===== config.mk =====
export PLATFORM = sky130hd
export DESIGN_NAME = decodeStage
export DESIGN_NICKNAME = d
export VERILOG_FILES = /design/src/verilog/mipsPkg.sv /design/src/verilog/decodeStage.sv
export SDC_FILE = /design/constraint.sdc
export NUM_CORES = 2
export LEC_CHECK = 0
export BUFFER_PORTS_ARGS = -buffer_cell sky130_fd_sc_hd__buf_2
export CORE_MARGIN = 4
export CORE_UTILIZATION = 45
export DETAILED_ROUTE_END_ITERATION = 7
export PLACE_DENSITY_LB_ADDON = 0.15
export SLEW_MARGIN = 20
export SYNTH_ARGS = -nofsm -noshare
export SYNTH_HDL_FRONTEND = slang
export SYNTH_SLANG_ARGS = --single-unit

===== constraint.sdc =====
create_clock -name clk -period 6.3 [get_ports clk]
set_input_delay 0.63 -clock clk [delete_from_list [all_inputs] [get_ports clk]]
set_output_delay 0.63 -clock clk [all_outputs]
set_load 0.01 [all_outputs]

===== src/verilog/mipsPkg.sv =====
package mipsPkg;

	////////////////////////////////////////////////////////////
	// Instruction encodings
	////////////////////////////////////////////////////////////
	localparam logic [5:0] OP_SPECIAL = 6'h00;
	localparam logic [5:0] OP_BEQ     = 6'h04;
	localparam logic [5:0] OP_ORI     = 6'h0d;
	localparam logic [5:0] OP_LUI     = 6'h0f;
	localparam logic [5:0] OP_LW      = 6'h23;
	localparam logic [5:0] OP_SW      = 6'h2b;

	// SPECIAL funct field
	localparam logic [5:0] FN_MFHI = 6'h10;
	localparam logic [5:0] FN_MFLO = 6'h12;
	localparam logic [5:0] FN_MULT = 6'h18;
	localparam logic [5:0] FN_DIV  = 6'h1a;
	localparam logic [5:0] FN_ADDU = 6'h21;
	localparam logic [5:0] FN_SUBU = 6'h23;

	typedef struct packed {
		logic [5:0] op;
		logic [4:0] rs;
		logic [4:0] rt;
		logic [4:0] rd;
		logic [4:0] shamt;
		logic [5:0] funct;
	} rTypeT;

	typedef struct packed {
		logic [5:0]  op;
		logic [4:0]  rs;
		logic [4:0]  rt;
		logic [15:0] imm;
	} iTypeT;

	// Same word, two field layouts
	typedef union packed {
		rTypeT r;
		iTypeT i;
	} instrT;

	typedef enum logic [1:0] {ALU_ADD, ALU_SUB, ALU_OR, ALU_LUI} aluOpT;
	typedef enum logic [1:0] {MDU_NONE, MDU_MULT, MDU_DIV} mduOpT;

	////////////////////////////////////////////////////////////
	// Pipeline registers
	////////////////////////////////////////////////////////////
	typedef struct packed {
		aluOpT      aluOp;
		logic       immSrc;    // B operand from immediate
		logic       regWrite;
		logic [4:0] dest;
		logic       memWrite;
		logic       memToReg;
		logic       multStart;
		logic       divStart;
		logic       selHi;
		logic       selLo;
	} ctrlT;

	typedef struct packed {
		logic [31:0] pc;
		ctrlT        ctrl;
		logic [4:0]  rs;
		logic [4:0]  rt;
		logic [31:0] rsVal;
		logic [31:0] rtVal;
		logic [31:0] imm;
	} idExT;

	typedef struct packed {
		logic [31:0] pc;
		ctrlT        ctrl;
		logic [4:0]  rt;         // Source of store data
		logic [31:0] result;
		logic [31:0] storeData;
	} exMemT;

	typedef struct packed {
		logic [31:0] pc;
		logic        regWrite;
		logic [4:0]  dest;
		logic [31:0] data;
	} memWbT;

	// Nearest producer wins, loads in memory stage have no data yet
	function automatic logic [31:0] forwardOperand(input logic [4:0] regNum,
			input logic [31:0] regVal, input exMemT mem, input memWbT wb);
		if (regNum != 5'd0 && mem.ctrl.regWrite && !mem.ctrl.memToReg &&
				mem.ctrl.dest == regNum)
			return mem.result;
		if (regNum != 5'd0 && wb.regWrite && wb.dest == regNum)
			return wb.data;
		return regVal;
	endfunction

endpackage


===== src/verilog/decodeStage.sv =====
`timescale 1ns/1ps

module decodeStage (
	input  logic           clk,
	input  logic           reset,
	input  logic [31:0]    pcD,
	input  mipsPkg::instrT instrD,
	input  mipsPkg::exMemT exFwd,
	input  mipsPkg::memWbT wbFwd,
	input  mipsPkg::idExT  idExCur,
	input  logic           mduBusy,
	output logic           stall,
	output logic           branchTaken,
	output logic [31:0]    branchTarget,
	output mipsPkg::idExT  idEx
);
	import mipsPkg::*;

	logic [31:0] regFile [32];
	logic        isR, isAddu, isSubu, isMult, isDiv, isMfhi, isMflo;
	logic        isOri, isLui, isLw, isSw, isBeq;
	logic        usesRt;
	logic [31:0] signImm;
	logic [31:0] rsVal;
	logic [31:0] rtVal;
	ctrlT        ctrl;
	logic        loadUse;
	logic        mduHazard;
	logic        branchHazard;

	function automatic logic hitsSource(input logic [4:0] dest, input logic [4:0] rs,
			input logic [4:0] rt);
		return dest != 5'd0 && (dest == rs || dest == rt);
	endfunction

	////////////////////////////////////////////////////////////
	// Decode
	////////////////////////////////////////////////////////////
	assign isR    = instrD.r.op == OP_SPECIAL;
	assign isAddu = isR && instrD.r.funct == FN_ADDU;
	assign isSubu = isR && instrD.r.funct == FN_SUBU;
	assign isMult = isR && instrD.r.funct == FN_MULT;
	assign isDiv  = isR && instrD.r.funct == FN_DIV;
	assign isMfhi = isR && instrD.r.funct == FN_MFHI;
	assign isMflo = isR && instrD.r.funct == FN_MFLO;
	assign isOri  = instrD.i.op == OP_ORI;
	assign isLui  = instrD.i.op == OP_LUI;
	assign isLw   = instrD.i.op == OP_LW;
	assign isSw   = instrD.i.op == OP_SW;
	assign isBeq  = instrD.i.op == OP_BEQ;
	assign usesRt = isR | isSw | isBeq;

	assign signImm = {{16{instrD.i.imm[15]}}, instrD.i.imm};

	always_comb begin
		ctrl           = '0;
		ctrl.aluOp     = isSubu ? ALU_SUB : (isOri ? ALU_OR : (isLui ? ALU_LUI : ALU_ADD));
		ctrl.immSrc    = isOri | isLui | isLw | isSw;
		ctrl.regWrite  = isAddu | isSubu | isMfhi | isMflo | isOri | isLui | isLw;
		ctrl.dest      = isR ? instrD.r.rd : instrD.i.rt;
		ctrl.memWrite  = isSw;
		ctrl.memToReg  = isLw;
		ctrl.multStart = isMult;
		ctrl.divStart  = isDiv;
		ctrl.selHi     = isMfhi;
		ctrl.selLo     = isMflo;
	end

	// Register file written on the falling edge
	always_ff @(negedge clk) begin
		if (reset) begin
			for (int i = 0; i < 32; i++) begin
				regFile[i] <= '0;
			end
		end else if (wbFwd.regWrite && wbFwd.dest != 5'd0) begin
			regFile[wbFwd.dest] <= wbFwd.data;
		end
	end

	assign rsVal = forwardOperand(instrD.i.rs, regFile[instrD.i.rs], exFwd, wbFwd);
	assign rtVal = forwardOperand(instrD.i.rt, regFile[instrD.i.rt], exFwd, wbFwd);

	////////////////////////////////////////////////////////////
	// Hazards and branch
	////////////////////////////////////////////////////////////
	assign loadUse = idExCur.ctrl.memToReg &&
		hitsSource(idExCur.ctrl.dest, instrD.i.rs, usesRt ? instrD.i.rt : 5'd0);
	assign mduHazard = (isMult | isDiv | isMfhi | isMflo) &&
		(mduBusy || idExCur.ctrl.multStart || idExCur.ctrl.divStart);
	// beq compares here, so a producer in execute or a load in memory must drain first
	assign branchHazard = isBeq &&
		((idExCur.ctrl.regWrite && hitsSource(idExCur.ctrl.dest, instrD.i.rs, instrD.i.rt)) ||
		 (exFwd.ctrl.memToReg && hitsSource(exFwd.ctrl.dest, instrD.i.rs, instrD.i.rt)));

	assign stall        = loadUse | mduHazard | branchHazard;
	assign branchTaken  = isBeq && !stall && rsVal == rtVal;
	assign branchTarget = pcD + 32'd4 + {signImm[29:0], 2'b00};

	always_ff @(posedge clk) begin
		if (reset || stall) begin
			idEx <= '0;    // Bubble
		end else begin
			idEx.pc    <= pcD;
			idEx.ctrl  <= ctrl;
			idEx.rs    <= instrD.i.rs;
			idEx.rt    <= instrD.i.rt;
			idEx.rsVal <= rsVal;
			idEx.rtVal <= rtVal;
			idEx.imm   <= isOri ? {16'h0000, instrD.i.imm} : signImm;
		end
	end

	// No stage may forward a value for r0
	r0ReadsZero: assert property (@(posedge clk) disable iff (reset)
		instrD.i.rs == 5'd0 |-> rsVal == 32'd0);

endmodule


==> results_dict.tcl <==
set metrics [dict create \
    outcome "finished with violations" \
    violations_in_the_final_reports "setup timing" \
    final_core_util_pct 55.9 \
    detailedRoute.firstPassIterationCount 8 \
    clock_sinks 1162 \
    static-leakage-power_uw 0.0323 \
    ys_ff_latch 1162 \
    data_required_time_at_the_worst_endpoint_ps 5670 \
    floorplan.initialDensity_pct 45.3 \
    grt_remaining_overflow 0 \
    postSynthCellCount 4541 \
    drt-wirelength-per-cell_um 33.0 \
    synthesis.area_per_instance_um2 13.7 \
    yosysSeqAreaShare_pct 53.8 \
    route.vias.total 50100 \
    io-pin-count 593 \
    die-area_um2 145000 \
    peakVddDrop_v 0.000260 \
    post_drt_via_cell_ratio 6.27 \
    crit_type "reg -> out" \
    finalWeightedCongestion 0.938 \
    final.setup.worst_slack_ps -1750 \
    grt_first_pass_wirelength_um 367000 \
    grt_start_max_net_pins 99 \
    number_of_max_cap_violations 0 \
    worst_slew_margin_rel_pct 19.7 \
    ys_top_cells_by_area "sky130_fd_sc_hd__edfxtp_1, sky130_fd_sc_hd__mux4_2, sky130_fd_sc_hd__and2_1, sky130_fd_sc_hd__dfxtp_1, sky130_fd_sc_hd__mux2i_1" \
    hold_path_class "in -> reg" \
    synth.largest_area_cell "sky130_fd_sc_hd__edfxtp_1" \
    report.final.slew_viol_count 0 \
    chipWidth_um 380 \
    final_net_count 6549 \
    tritoncts.num_buffers 137 \
    design.core.area_um2 137000 \
    ys.warnings.count 0 \
    complex_gate_fraction_of_the_synthesized_area_pct 5.74 \
    synthesis.area_um2 62300 \
    synth_xor_area_share_pct 1.21 \
    cp-start-kind "register" \
    drt-initial-drc-count 7432 \
    tritoncts "built" \
    end_kind "output pin" \
    critical_path_arrival_ps 7420 \
    first_global_vias 50800 \
    h_tree_depth 4 \
    post_synth_num_cell_types 95 \
    timing.final.setup_violations 1 \
    timing.final.hold_violations 0 \
    place.detailed.instances 6710 \
    clk_transition_reported_paths_ps 60 \
    synth-adder-area-share_pct 1.18 \
    max_slew.worst_pin.slew_ps 1200 \
    detail_placement_hpwl_um 174000 \
    grt_use_total_pct 35.8 \
    worstPathMaxFanout 2 \
    synth_top_family_by_area "multiplexers" \
    grt_antenna_before_repair 36 \
    powerDensity_nw_per_um2 299 \
    cts.root.buffer_cell "sky130_fd_sc_hd__clkbuf_16" \
    place_area_um2 68400 \
    synth-edff-count 1024 \
    synthSimpleGateAreaFrac_pct 14.3 \
    grt_setup_unrepaired "true" \
    skew_ps 39.4 \
    clk_latency_ps 790 \
    areaGrowthSynthToFinish_pct 23.2 \
    ctsHoldBuffers 0 \
    antenna_violating_nets_post_route 0 \
    proportion_of_register_bits_with_asynchronous_set_or_reset_after_synthesis_pct 0 \
    post-route-drc-count 0 \
    muxShareOfSynthArea_pct 19.8 \
    final_layout_size_suffix_gt1_share_pct 26.1 \
    fp-row-count 136 \
    dp_worst_setup_slack_ps -1280 \
    netlist.area_leader.share_pct 49.3 \
    routed_wirelength_um 264000 \
    cts_max_path_buffers 3 \
    die_y_um 380 \
    final_cells 7989 \
    synth_top_flop_cell "sky130_fd_sc_hd__edfxtp_1" \
    port_buffer_cells 339 \
    fin_area_um2 76800 \
]
-- power breakdown --
part | total, µW | internal, µW | switching [µW] | leakage, µW
clock network | 10500 | 5360 | 5120 | 0.00758
logic | 3420 | 1370 | 2060 | 0.0138
registers | 9080 | 8870 | 212 | 0.0109
-- Yosys cell counts, types with 55 or more instances --
master,number
sky130_fd_sc_hd__a21oi_1,62
sky130_fd_sc_hd__a22oi_1,66
sky130_fd_sc_hd__and2_1,810
sky130_fd_sc_hd__buf_2,79
sky130_fd_sc_hd__clkbuf_1,265
sky130_fd_sc_hd__dfxtp_1,138
sky130_fd_sc_hd__edfxtp_1,1024
sky130_fd_sc_hd__ha_1,57
sky130_fd_sc_hd__mux2_2,55
sky130_fd_sc_hd__mux2i_1,213
sky130_fd_sc_hd__mux4_2,409
sky130_fd_sc_hd__nand2_1,77
sky130_fd_sc_hd__nor2_1,148
sky130_fd_sc_hd__nor3_1,312
-- metrics by stage --
| stage | power [µW] | hold WS, ps | setup TNS (ps) |
|---|---|---|---|
| floorplan | 11800 | 708 | 0 |
| global placement | 13400 | 857 | -1270 |
| detailed placement | 13400 | 856 | -1280 |
| CTS | 22900 | 36.3 | -1700 |
| global route | 24000 | 59.7 | -1820 |
| finish | 23000 | 71.8 | -1750 |
-- per-layer routing --
metal	GRT usage (%)	part of all wire, %	up-vias
li1	-	-	20500
met1	44.4	36	25000
met2	54.6	46	3884
met3	12.6	13	696
met4	20.7	5.6	12
met5	0	0.027	-
-- state kept, by name, indices dropped and copies added, names as in the netlist --
signal / flops
regFile: 1024
idEx: 138
-- critical path, cell delays in order (launching register included) --
cell and delay, ps:
sky130_fd_sc_hd__edfxtp_1 380, sky130_fd_sc_hd__mux4_2 470, sky130_fd_sc_hd__and3_1 210, sky130_fd_sc_hd__a41oi_2 170, sky130_fd_sc_hd__o2111ai_2 190, sky130_fd_sc_hd__o211ai_1 480, sky130_fd_sc_hd__nand4_1 390, sky130_fd_sc_hd__a2111oi_4 400
sky130_fd_sc_hd__nand3_2 140, sky130_fd_sc_hd__nor4_4 450, sky130_fd_sc_hd__buf_2 220
-- placed cells by master (no fill, tap or decap), types with 138 or more instances in the layout --
cell type                      n
sky130_fd_sc_hd__inv_1      1078
sky130_fd_sc_hd__edfxtp_1   1024
sky130_fd_sc_hd__and2_1      810
sky130_fd_sc_hd__buf_4       439
sky130_fd_sc_hd__mux4_2      411
sky130_fd_sc_hd__buf_2       331
sky130_fd_sc_hd__nor3_1      311
sky130_fd_sc_hd__mux2i_1     211
sky130_fd_sc_hd__clkbuf_16   140
sky130_fd_sc_hd__dfxtp_1     138
-- area by class of cell --
type	instances	area [µm²]
antenna	14	35.0
clock buffer	149	3550
clock inverter	1110	4570
fill	11600	60700
inverter	29	109
multi-input combinational	2906	26800
sequential	1162	33500
tap	1794	2240
timing repair buffer	825	6020
-- final timing paths --
kind	slack, ps	depth (start not counted)	end	start
setup / recovery	-1750	10	branchTaken	regFile[27][4]$_SDFFCE_NN0P_
hold / removal	70	2	idEx[131]$_SDFF_PP0_	pcD[10]
setup reg to reg	510	10	idEx[67]$_SDFF_PP0_	regFile[31][3]$_SDFFCE_NN0P_
hold reg to reg	4300	6	idEx[93]$_SDFF_PP0_	regFile[7][29]$_SDFFCE_NN0P_
-- kinds of logic after synthesis --
| group | count (synthesis) |
|---|---|
| simple gates | 1563 |
| flops | 1162 |
| compound gates | 476 |
| xor+xnor | 86 |
| fa+ha+maj | 58 |
| buf+inv | 504 |
| other cells | 1 |
| mux | 691 |
-- what timing repair did --
item                                    in CTS  in global routing
endpoints found under the setup margin       1                  1
setup buffers                                2                  5
pin swaps                                   14                 13
gates cloned                                 0                  0
gates resized for setup                     20                 10
Note: power is estimated with default switching activity, not from simulation.
