<file path="config.mk">
export PLATFORM = sky130hd
export DESIGN_NAME = executeStage
export DESIGN_NICKNAME = d
export VERILOG_FILES = /design/src/verilog/mipsPkg.sv /design/src/verilog/executeStage.sv
export SDC_FILE = /design/constraint.sdc
export NUM_CORES = 1
export LEC_CHECK = 0
export BUFFER_PORTS_ARGS = -buffer_cell sky130_fd_sc_hd__buf_2
export CAP_MARGIN = 25
export CORE_AREA = 4 4 226 228
export DETAILED_ROUTE_END_ITERATION = 6
export DIE_AREA = 0 0 230 232
export PLACE_DENSITY = 0.49
export SETUP_SLACK_MARGIN = 0.1
export SYNTH_ARGS = -nofsm -noshare
export SYNTH_HDL_FRONTEND = slang
export SYNTH_SLANG_ARGS = --single-unit
</file>
<file path="constraint.sdc">
create_clock -name clk -period 4.9 [get_ports clk]
set_input_delay 0.245 -clock clk [delete_from_list [all_inputs] [get_ports clk]]
set_output_delay 0.245 -clock clk [all_outputs]
set_load 0.005 [all_outputs]
</file>
<file path="src/verilog/mipsPkg.sv">
package mipsPkg;

	////////////////////////////////////////////////////////////
	// Instruction encodings
	////////////////////////////////////////////////////////////
	localparam logic [5:0] OP_SPECIAL = 6'h00;
	localparam logic [5:0] OP_BEQ     = 6'h04;
	localparam logic [5:0] OP_ORI     = 6'h0d;
	localparam logic [5:0] OP_LUI     = 6'h0f;
	localparam logic [5:0] OP_LW      = 6'h23;
	localparam logic [5:0] OP_SW      = 6'h2b;

	// SPECIAL funct field
	localparam logic [5:0] FN_MFHI = 6'h10;
	localparam logic [5:0] FN_MFLO = 6'h12;
	localparam logic [5:0] FN_MULT = 6'h18;
	localparam logic [5:0] FN_DIV  = 6'h1a;
	localparam logic [5:0] FN_ADDU = 6'h21;
	localparam logic [5:0] FN_SUBU = 6'h23;

	typedef struct packed {
		logic [5:0] op;
		logic [4:0] rs;
		logic [4:0] rt;
		logic [4:0] rd;
		logic [4:0] shamt;
		logic [5:0] funct;
	} rTypeT;

	typedef struct packed {
		logic [5:0]  op;
		logic [4:0]  rs;
		logic [4:0]  rt;
		logic [15:0] imm;
	} iTypeT;

	// Same word, two field layouts
	typedef union packed {
		rTypeT r;
		iTypeT i;
	} instrT;

	typedef enum logic [1:0] {ALU_ADD, ALU_SUB, ALU_OR, ALU_LUI} aluOpT;
	typedef enum logic [1:0] {MDU_NONE, MDU_MULT, MDU_DIV} mduOpT;

	////////////////////////////////////////////////////////////
	// Pipeline registers
	////////////////////////////////////////////////////////////
	typedef struct packed {
		aluOpT      aluOp;
		logic       immSrc;    // B operand from immediate
		logic       regWrite;
		logic [4:0] dest;
		logic       memWrite;
		logic       memToReg;
		logic       multStart;
		logic       divStart;
		logic       selHi;
		logic       selLo;
	} ctrlT;

	typedef struct packed {
		logic [31:0] pc;
		ctrlT        ctrl;
		logic [4:0]  rs;
		logic [4:0]  rt;
		logic [31:0] rsVal;
		logic [31:0] rtVal;
		logic [31:0] imm;
	} idExT;

	typedef struct packed {
		logic [31:0] pc;
		ctrlT        ctrl;
		logic [4:0]  rt;         // Source of store data
		logic [31:0] result;
		logic [31:0] storeData;
	} exMemT;

	typedef struct packed {
		logic [31:0] pc;
		logic        regWrite;
		logic [4:0]  dest;
		logic [31:0] data;
	} memWbT;

	// Nearest producer wins, loads in memory stage have no data yet
	function automatic logic [31:0] forwardOperand(input logic [4:0] regNum,
			input logic [31:0] regVal, input exMemT mem, input memWbT wb);
		if (regNum != 5'd0 && mem.ctrl.regWrite && !mem.ctrl.memToReg &&
				mem.ctrl.dest == regNum)
			return mem.result;
		if (regNum != 5'd0 && wb.regWrite && wb.dest == regNum)
			return wb.data;
		return regVal;
	endfunction

endpackage

</file>
<file path="src/verilog/executeStage.sv">
`timescale 1ns/1ps

module executeStage (
	input  logic           clk,
	input  logic           reset,
	input  mipsPkg::idExT  idEx,
	input  mipsPkg::exMemT memFwd,
	input  mipsPkg::memWbT wbFwd,
	input  logic [31:0]    hi,
	input  logic [31:0]    lo,
	output logic           mduStart,
	output mipsPkg::mduOpT mduOp,
	output logic [31:0]    mduA,
	output logic [31:0]    mduB,
	output mipsPkg::exMemT exMem
);
	import mipsPkg::*;

	logic [31:0] opA;
	logic [31:0] opB;
	logic [31:0] aluB;
	logic [31:0] aluOut;
	logic [31:0] result;

	// Operands again, producers have moved one stage on since decode
	assign opA  = forwardOperand(idEx.rs, idEx.rsVal, memFwd, wbFwd);
	assign opB  = forwardOperand(idEx.rt, idEx.rtVal, memFwd, wbFwd);
	assign aluB = idEx.ctrl.immSrc ? idEx.imm : opB;

	always_comb begin
		case (idEx.ctrl.aluOp)
			ALU_ADD: aluOut = opA + aluB;
			ALU_SUB: aluOut = opA - aluB;
			ALU_OR:  aluOut = opA | aluB;
			default: aluOut = {aluB[15:0], 16'h0000};    // lui
		endcase
	end

	assign result = idEx.ctrl.selHi ? hi : (idEx.ctrl.selLo ? lo : aluOut);

	// One-cycle start pulse, each instruction sits here once
	assign mduStart = idEx.ctrl.multStart | idEx.ctrl.divStart;
	assign mduOp    = idEx.ctrl.multStart ? MDU_MULT : (idEx.ctrl.divStart ? MDU_DIV : MDU_NONE);
	assign mduA     = opA;
	assign mduB     = opB;

	always_ff @(posedge clk) begin
		if (reset) begin
			exMem <= '0;
		end else begin
			exMem.pc        <= idEx.pc;
			exMem.ctrl      <= idEx.ctrl;
			exMem.rt        <= idEx.rt;
			exMem.result    <= result;
			exMem.storeData <= opB;
		end
	end

endmodule

</file>
==> results of run 1 <==
-- worst max-delay path, stage by stage --
cell and delay (ns):
buf_2 0.15, or4_4 0.51, o211ai_4 0.26, or2_2 0.20, a31oi_2 0.11, o31ai_2 0.45, and2_1 0.22, nand4_1 0.17
o21ai_1 0.19, xor2_1 0.18, ha_1 0.29, a21o_1 0.17, a21o_1 0.19, a21o_1 0.18, a21o_1 0.18, a21oi_2 0.17
o31ai_4 0.11, a21o_1 0.20, a21o_1 0.22, a2111oi_4 0.31, a31oi_1 0.09, o21a_1 0.18
-- power groups by stage --
stage | Sequential [mW] | Combinational (mW) | Clock, mW
final | 1.02 | 1.66 | 1.27
after global routing | 1.03 | 1.82 | 1.37
after CTS | 1.02 | 1.59 | 1.33
after detailed placement | 1.04 | 1.54 | 0
after global placement | 1.04 | 1.54 | 0
after floorplan | 1.05 | 0.696 | 0
-- Yosys cell counts (11+ instances only) --
cell,n
dfxtp_1,116
nor2_1,96
a21oi_1,88
nand2_1,84
mux2i_1,78
o21ai_0,70
nor2b_1,58
xnor2_1,52
clkbuf_1,50
and2_1,40
inv_1,36
nor3_1,35
ha_1,33
xor2_1,23
o211ai_1,21
a221oi_1,19
a21o_1,18
a31oi_1,15
nand4_1,14
o21a_1,14
nand2b_1,11
o31ai_1,11
-- worst max path at each step --
stage               start                   end  slack [ns]  depth (start not counted)
2_1_floorplan   idEx[100]  exMem[55]$_SDFF_PP0_        0.11                         23
3_3_place_gp   memFwd[77]  exMem[57]$_SDFF_PP0_       -0.59                         24
3_5_place_dp   memFwd[77]  exMem[54]$_SDFF_PP0_       -0.60                         25
4_1_cts        memFwd[77]  exMem[57]$_SDFF_PP0_        0.12                         26
5_1_grt          idEx[96]  exMem[52]$_SDFF_PP0_       -0.02                         22
6_report         idEx[96]  exMem[52]$_SDFF_PP0_        0.28                         22
-- what timing repair did --
action | CTS | global route
setup buffers | 4 | 11
hold buffers | 54 | 0
cloned | 1 | 0
endpoints found under the hold margin | 54 | 0
pin swaps | 4 | 29
setup endpoints to repair | 12 | 22
gates resized for setup | 3 | 75
-- final cells by class --
type	count	area [µm²]
Antenna cell	7	17.5
Inverter	37	139
Timing Repair Buffer	817	5160
Clock inverter	15	155
Tap cell	664	831
Clock buffer	17	425
Multi-Input combinational cell	896	6380
Fill cell	5321	33400
Sequential cell	116	2320
-- cell usage in the layout, fill, tap and decap left out, types with 8 or more instances in the layout --
cell / instances
xor2_1: 23
xnor2_1: 49
dfxtp_1: 116
nand2b_1: 11
o21ai_1: 10
a21oi_1: 78
mux2i_2: 8
nand2_1: 82
o21a_1: 14
nor3_1: 32
a31oi_1: 12
o211ai_1: 21
o21ai_0: 60
nand4_1: 14
clkbuf_16: 17
a21o_1: 18
mux2i_1: 71
a21oi_2: 9
buf_2: 477
nor2_1: 95
buf_4: 278
and2_1: 40
nor2b_1: 57
a221oi_1: 13
ha_1: 32
inv_1: 36
dlygate4sd3_1: 54
-- metal layers --
layer  GRT usage  wire length (µm)  vias up
met1       0.245             23900     5243
met4      0.0527              1030       12
met2       0.302             23400      400
li1            -                 -     5568
met5           0                74        -
met3      0.0557              3480       58
-- stage by stage --
| step | setup TNS [ns] | hold WS [ns] | power (mW) | setup slack (ns) | instances |
|---|---|---|---|---|---|
| after CTS | 0 | 0.00103 | 3.94 | 0.122 | 2551 |
| after global placement | -7.99 | 0.453 | 2.58 | -0.591 | 2460 |
| final | 0 | 0.0373 | 3.96 | 0.280 | 2569 |
| after global routing | -0.0221 | 0.00793 | 4.21 | -0.0221 | 2564 |
| after detailed placement | -8.48 | 0.456 | 2.58 | -0.596 | 2460 |
| after floorplan | 0 | 0.362 | 1.75 | 0.108 | 1118 |
-- cell families (layout without fill, tap and decap cells) --
family,count (synthesis),in the layout,share of synthesized area
AND/OR/NAND/NOR,386,387,0.226
flip-flops,116,116,0.264
XOR/XNOR,75,75,0.0746
AO/OA/AOI/OAI,319,319,0.237
other,0,7,0
multiplexers,81,81,0.0941
adder cells (fa/ha/maj),34,34,0.0492
buffers and inverters,107,886,0.0558
==> impl_metrics.py, run 1 <==
metrics = {
    "run_status": {
        "outcome": "completed",
    },
    "detailed_routing": {
        "firstDrtPassIters": 5,
        "vias": 11300,
        "viasPerCell": 4.39,
        "ant_nets": 0,
        "drc": 0,
        "wl_per_cell_um": 20.2,
        "finalWirelength_um": 51900,
        "drt_iter0_drc": 452,
    },
    "worst_setup_path": {
        "start_kind": "input port",
        "crit_required_ns": 5.27,
        "critical_path.max_fanout": 5,
        "path_class": "in2reg",
        "arrival_ns": 4.99,
        "cp-end-kind": "register",
    },
    "pwr": {
        "p_sw_mw": 1.45,
        "switching_share": 0.366,
        "combPwrFrac": 0.420,
        "power_frac_seq": 0.258,
        "pwr-share-clk": 0.322,
        "cellPowerDensity_nw_per_um2": 256,
        "internal-power_mw": 2.51,
        "irDropWorstVdd_mv": 0.186,
        "p_leak_nw": 7.16,
    },
    "yosys": {
        "synth_edf_count": 0,
        "synth_area_leaders": "dfxtp_1 26%, mux2i_1 8.9%, xnor2_1 5.2%",
        "synth_area_um2": 8800,
        "ys_ff_latch": 116,
        "synth_warnings": 0,
        "avgSynthCellArea_um2": 7.88,
        "syn_inst": 1118,
        "yosysTopAreaCellShare": 0.264,
        "synth_flop_cell": "dfxtp_1",
        "seq_area_frac_synth": 0.264,
        "syn-num-nets": 1557,
        "synthArstFlopShare": 0,
        "yosysTopAreaCell": "dfxtp_1",
        "synth.distinct_cells": 76,
    },
    "place": {
        "portBuffers": 478,
        "dp_hpwl_um": 43200,
        "place_congestion": 0.904,
        "place_area_um2": 13800,
    },
    "clock_tree": {
        "clk_pin_slew_worst_paths_ns": 0.07,
        "cts.path.max_buffers": 2,
        "h-tree-depth": 4,
        "numCtsBuffers": 17,
        "clock_sink_count": 116,
        "root_buffer": "clkbuf_16",
        "cts_tree": "done",
    },
    "worst_hold_path": {
        "hold_start": "hi[25]",
        "min_to": "exMem[57]$_SDFF_PP0_",
        "hold_path.class": "in2reg",
        "whs_path_depth": 3,
    },
    "floorplan": {
        "design.core.area_um2": 48800,
        "rows": 81,
        "die_w_um": 230,
        "ios": 588,
        "dieArea_um2": 53400,
        "die_y_um": 232,
        "start_util": 0.180,
    },
    "timing": {
        "rsz0062_at_grt": "true",
        "tightest_slew_ns": 0.903,
        "hold_viol_final": 0,
        "fin_crit_sh": 0.943,
        "fin_crit_ns": 4.62,
        "fmax_ghz": 0.216,
        "finalSetupViolations": 0,
        "report.final.slew_viol_count": 0,
        "slew_headroom": 0.398,
    },
    "layout": {
        "fin_util": 0.316,
        "fin_area_um2": 15400,
        "drive_gt1_frac": 0.466,
        "top_register": "exMem",
        "largestRegisters": "exMem x116",
        "num-nets-final": 2324,
        "largest_reg_flops": 116,
        "area_growth_pct": 75.2,
    },
    "global_routing": {
        "overflow": 0,
        "grt_max_degree": 81,
        "grt_usage": 0.188,
        "antenna_found_initial": 14,
        "grt_pass1_vias": 11700,
        "grt_pass1_wl_um": 74400,
    },
    "run": {
        "cap_violations": 0,
    },
}
Power figures use the tool's default switching activity.
==> run 2: changes to the inputs <==
--- a/config.mk
+++ b/config.mk
@@ -7,10 +7,10 @@
 export LEC_CHECK = 0
 export BUFFER_PORTS_ARGS = -buffer_cell sky130_fd_sc_hd__buf_2
 export CAP_MARGIN = 25
-export CORE_AREA = 4 4 226 228
+export CORE_AREA = 4 4 225 227
 export DETAILED_ROUTE_END_ITERATION = 6
-export DIE_AREA = 0 0 230 232
-export PLACE_DENSITY = 0.49
+export DIE_AREA = 0 0 229 231
+export PLACE_DENSITY = 0.48
 export SETUP_SLACK_MARGIN = 0.1
 export SYNTH_ARGS = -nofsm -noshare
 export SYNTH_HDL_FRONTEND = slang
==> constraint.sdc (replaced) <==
create_clock -name clk -period 5.46 [get_ports clk]
set_input_delay 0.273 -clock clk [delete_from_list [all_inputs] [get_ports clk]]
set_output_delay 0.273 -clock clk [all_outputs]
set_load 0.005 [all_outputs]
==> run 2 against run 1 <==
Cell area down 8.8%. Setup slack better by 0.20 ns. Global-route usage down 0.84 points. Routed wire length down 6.0%. Hold slack worse by 0.0033 ns. Total power down 15%. Combinational power down 22%.
==> impl_metrics.py, run 2 (synthesized netlist as in run 1, its figures left out) <==
metrics = {
    "pwr": {
        "pwr-share-clk": 0.344,
        "switching_share": 0.354,
        "power_frac_seq": 0.272,
        "internal-power_mw": 2.17,
        "cellPowerDensity_nw_per_um2": 239,
        "combPwrFrac": 0.384,
        "p_leak_nw": 6.56,
        "irDropWorstVdd_mv": 0.168,
        "p_sw_mw": 1.19,
    },
    "layout": {
        "seqCellArea_um2": 2320,
        "num-nets-final": 2211,
        "fin_cells": 2411,
        "final_common_cell": "buf_2",
        "top_register": "exMem",
        "nFillCells": 5341,
        "largest_reg_flops": 116,
        "largestRegisters": "exMem x116",
        "area_growth_pct": 59.9,
        "final_cell_mix": "477 x buf_2, 191 x buf_4, 116 x dfxtp_1",
        "multi_input_area_um2": 6050,
        "drive_gt1_frac": 0.412,
        "fin_area_um2": 14100,
    },
    "timing": {
        "fin_crit_sh": 0.912,
        "finalSetupViolations": 0,
        "setup_ws_ns": 0.479,
        "rsz0062_at_grt": "false",
        "slew_headroom": 0.307,
        "fmax_ghz": 0.201,
        "fin_crit_ns": 4.98,
        "tightest_slew_ns": 1.04,
        "hold_viol_final": 0,
        "report.final.slew_viol_count": 0,
    },
    "clock_tree": {
        "h-tree-depth": 4,
        "cts.path.max_buffers": 2,
        "root_buffer": "clkbuf_16",
        "clk_pin_slew_worst_paths_ns": 0.07,
        "clock_sink_count": 116,
        "numCtsBuffers": 17,
        "cts_tree": "done",
    },
    "place": {
        "portBuffers": 478,
        "dp_hpwl_um": 40600,
        "dp.cells": 2338,
        "dp_slack_ns": -0.402,
        "place_area_um2": 13100,
        "place_congestion": 0.907,
    },
    "worst_setup_path": {
        "arrival_ns": 5.29,
        "crit_path_max_incr_delay_ns": 0.43,
        "cp-end-kind": "register",
        "path_class": "in2reg",
        "start_kind": "input port",
        "crit_path_frequent_cell": "a21oi_1",
        "critical_path.slowest_cell": "or4_1",
        "critical_path.max_fanout": 5,
        "path_cells": "buf_2 > or2_2 > o21a_2 > nor3_4 > buf_4 > mux2i_1 > a21oi_1 > nor4_4 > and4_2 > nor2b_1 > a21oi_1 > xnor2_1 > ha_1 > a21oi_1 > nor2b_1 > o211a_1 > or4_1 > a21oi_2 > o221ai_1 > xnor2_1 > nor3_1 > a2111oi_0 > buf_4 > nor3_1",
        "crit_required_ns": 5.77,
    },
    "global_routing": {
        "overflow": 0,
        "grt_max_degree": 85,
        "met3_usage": 0.0459,
        "grt_pass1_wl_um": 70900,
        "busiest_layer": "met2",
        "antenna_found_initial": 9,
        "grt_pass1_vias": 11000,
        "met1_usage": 0.236,
        "use_met2": 0.295,
        "grt_usage": 0.179,
    },
    "worst_hold_path": {
        "hold_path.class": "in2reg",
    },
    "floorplan": {
        "dieArea_um2": 52900,
        "ios": 588,
        "start_util": 0.181,
        "die_y_um": 231,
        "rows": 81,
        "design.core.area_um2": 48600,
        "die_w_um": 229,
    },
    "detailed_routing": {
        "drt_iter0_drc": 409,
        "ant_nets": 0,
        "drc": 0,
        "viasPerCell": 4.44,
        "firstDrtPassIters": 4,
        "vias": 10700,
        "finalWirelength_um": 48800,
        "wl_per_cell_um": 20.2,
    },
    "run_status": {
        "outcome": "completed",
    },
    "run": {
        "cap_violations": 0,
    },
}
-- run 2: cell types whose count changed in the layout (fill, tap and decap cells not counted), moves of 7 or more --
cell	before	now
buf_4	278	191
mux2i_2	8	1
a21oi_1	78	87
a21oi_2	9	1
dlygate4sd3_1	54	36
o21ai_1	10	3
o21ai_0	60	69
mux2i_1	71	78
-- run 2: metal layers --
metal / wire [µm] / vias to the layer above
met1: 22900 / 4949
met3: 2860 / 48
met2: 22200 / 367
li1: - / 5330
met4: 746 / 10
met5: 61 / -
-- run 2: what timing repair did --
item | 4_1_cts | 5_1_grt
resized for setup | 1 | 12
setup endpoints to repair | 1 | 13
pin swaps | 0 | 1
buffers inserted | 0 | 1
endpoints found under the hold margin | 36 | 0
hold buffers | 36 | 0
-- run 2: final cells by class --
class,count,share of cell area
Timing Repair Buffer,705,0.298
Inverter,37,0.00987
Multi-Input combinational cell,895,0.430
Antenna cell,4,0.000711
Tap cell,622,0.0553
Clock buffer,18,0.0312
Clock inverter,14,0.0102
Sequential cell,116,0.165
-- run 2: through the flow --
stage                     utilization  hold slack, ns  setup TNS [ns]  power, mW
after floorplan                     -           0.390               0       1.56
after global placement          0.269           0.482           -1.06       2.21
after detailed placement        0.269           0.487           -1.41       2.21
after CTS                       0.288         0.00105               0       3.43
after global routing            0.289         0.00749               0       3.58
final                           0.289          0.0340               0       3.37
-- run 2: path summary, 6_finish.rpt --
path	cells after the start	slack (ns)	from	to
min	2	0.03	idEx[131]	exMem[94]$_SDFF_PP0_
max	24	0.48	wbFwd[34]	exMem[55]$_SDFF_PP0_
-- run 2: power groups by stage --
stage / Clock, mW / Combinational, mW / Sequential [mW]
floorplan: 0 / 0.620 / 0.943
global placement: 0 / 1.27 / 0.934
detailed placement: 0 / 1.28 / 0.935
CTS: 1.21 / 1.30 / 0.917
global route: 1.23 / 1.43 / 0.922
finish: 1.16 / 1.29 / 0.917
-- run 2: critical path: cells and delay by family --
| kind | cells | cell delay (ns) |
|---|---|---|
| xor+xnor | 2 | 0.30 |
| fa+ha+maj | 1 | 0.29 |
| simple gates | 9 | 2.06 |
| compound gates | 8 | 1.64 |
| buf+inv | 3 | 0.46 |
| mux | 1 | 0.26 |
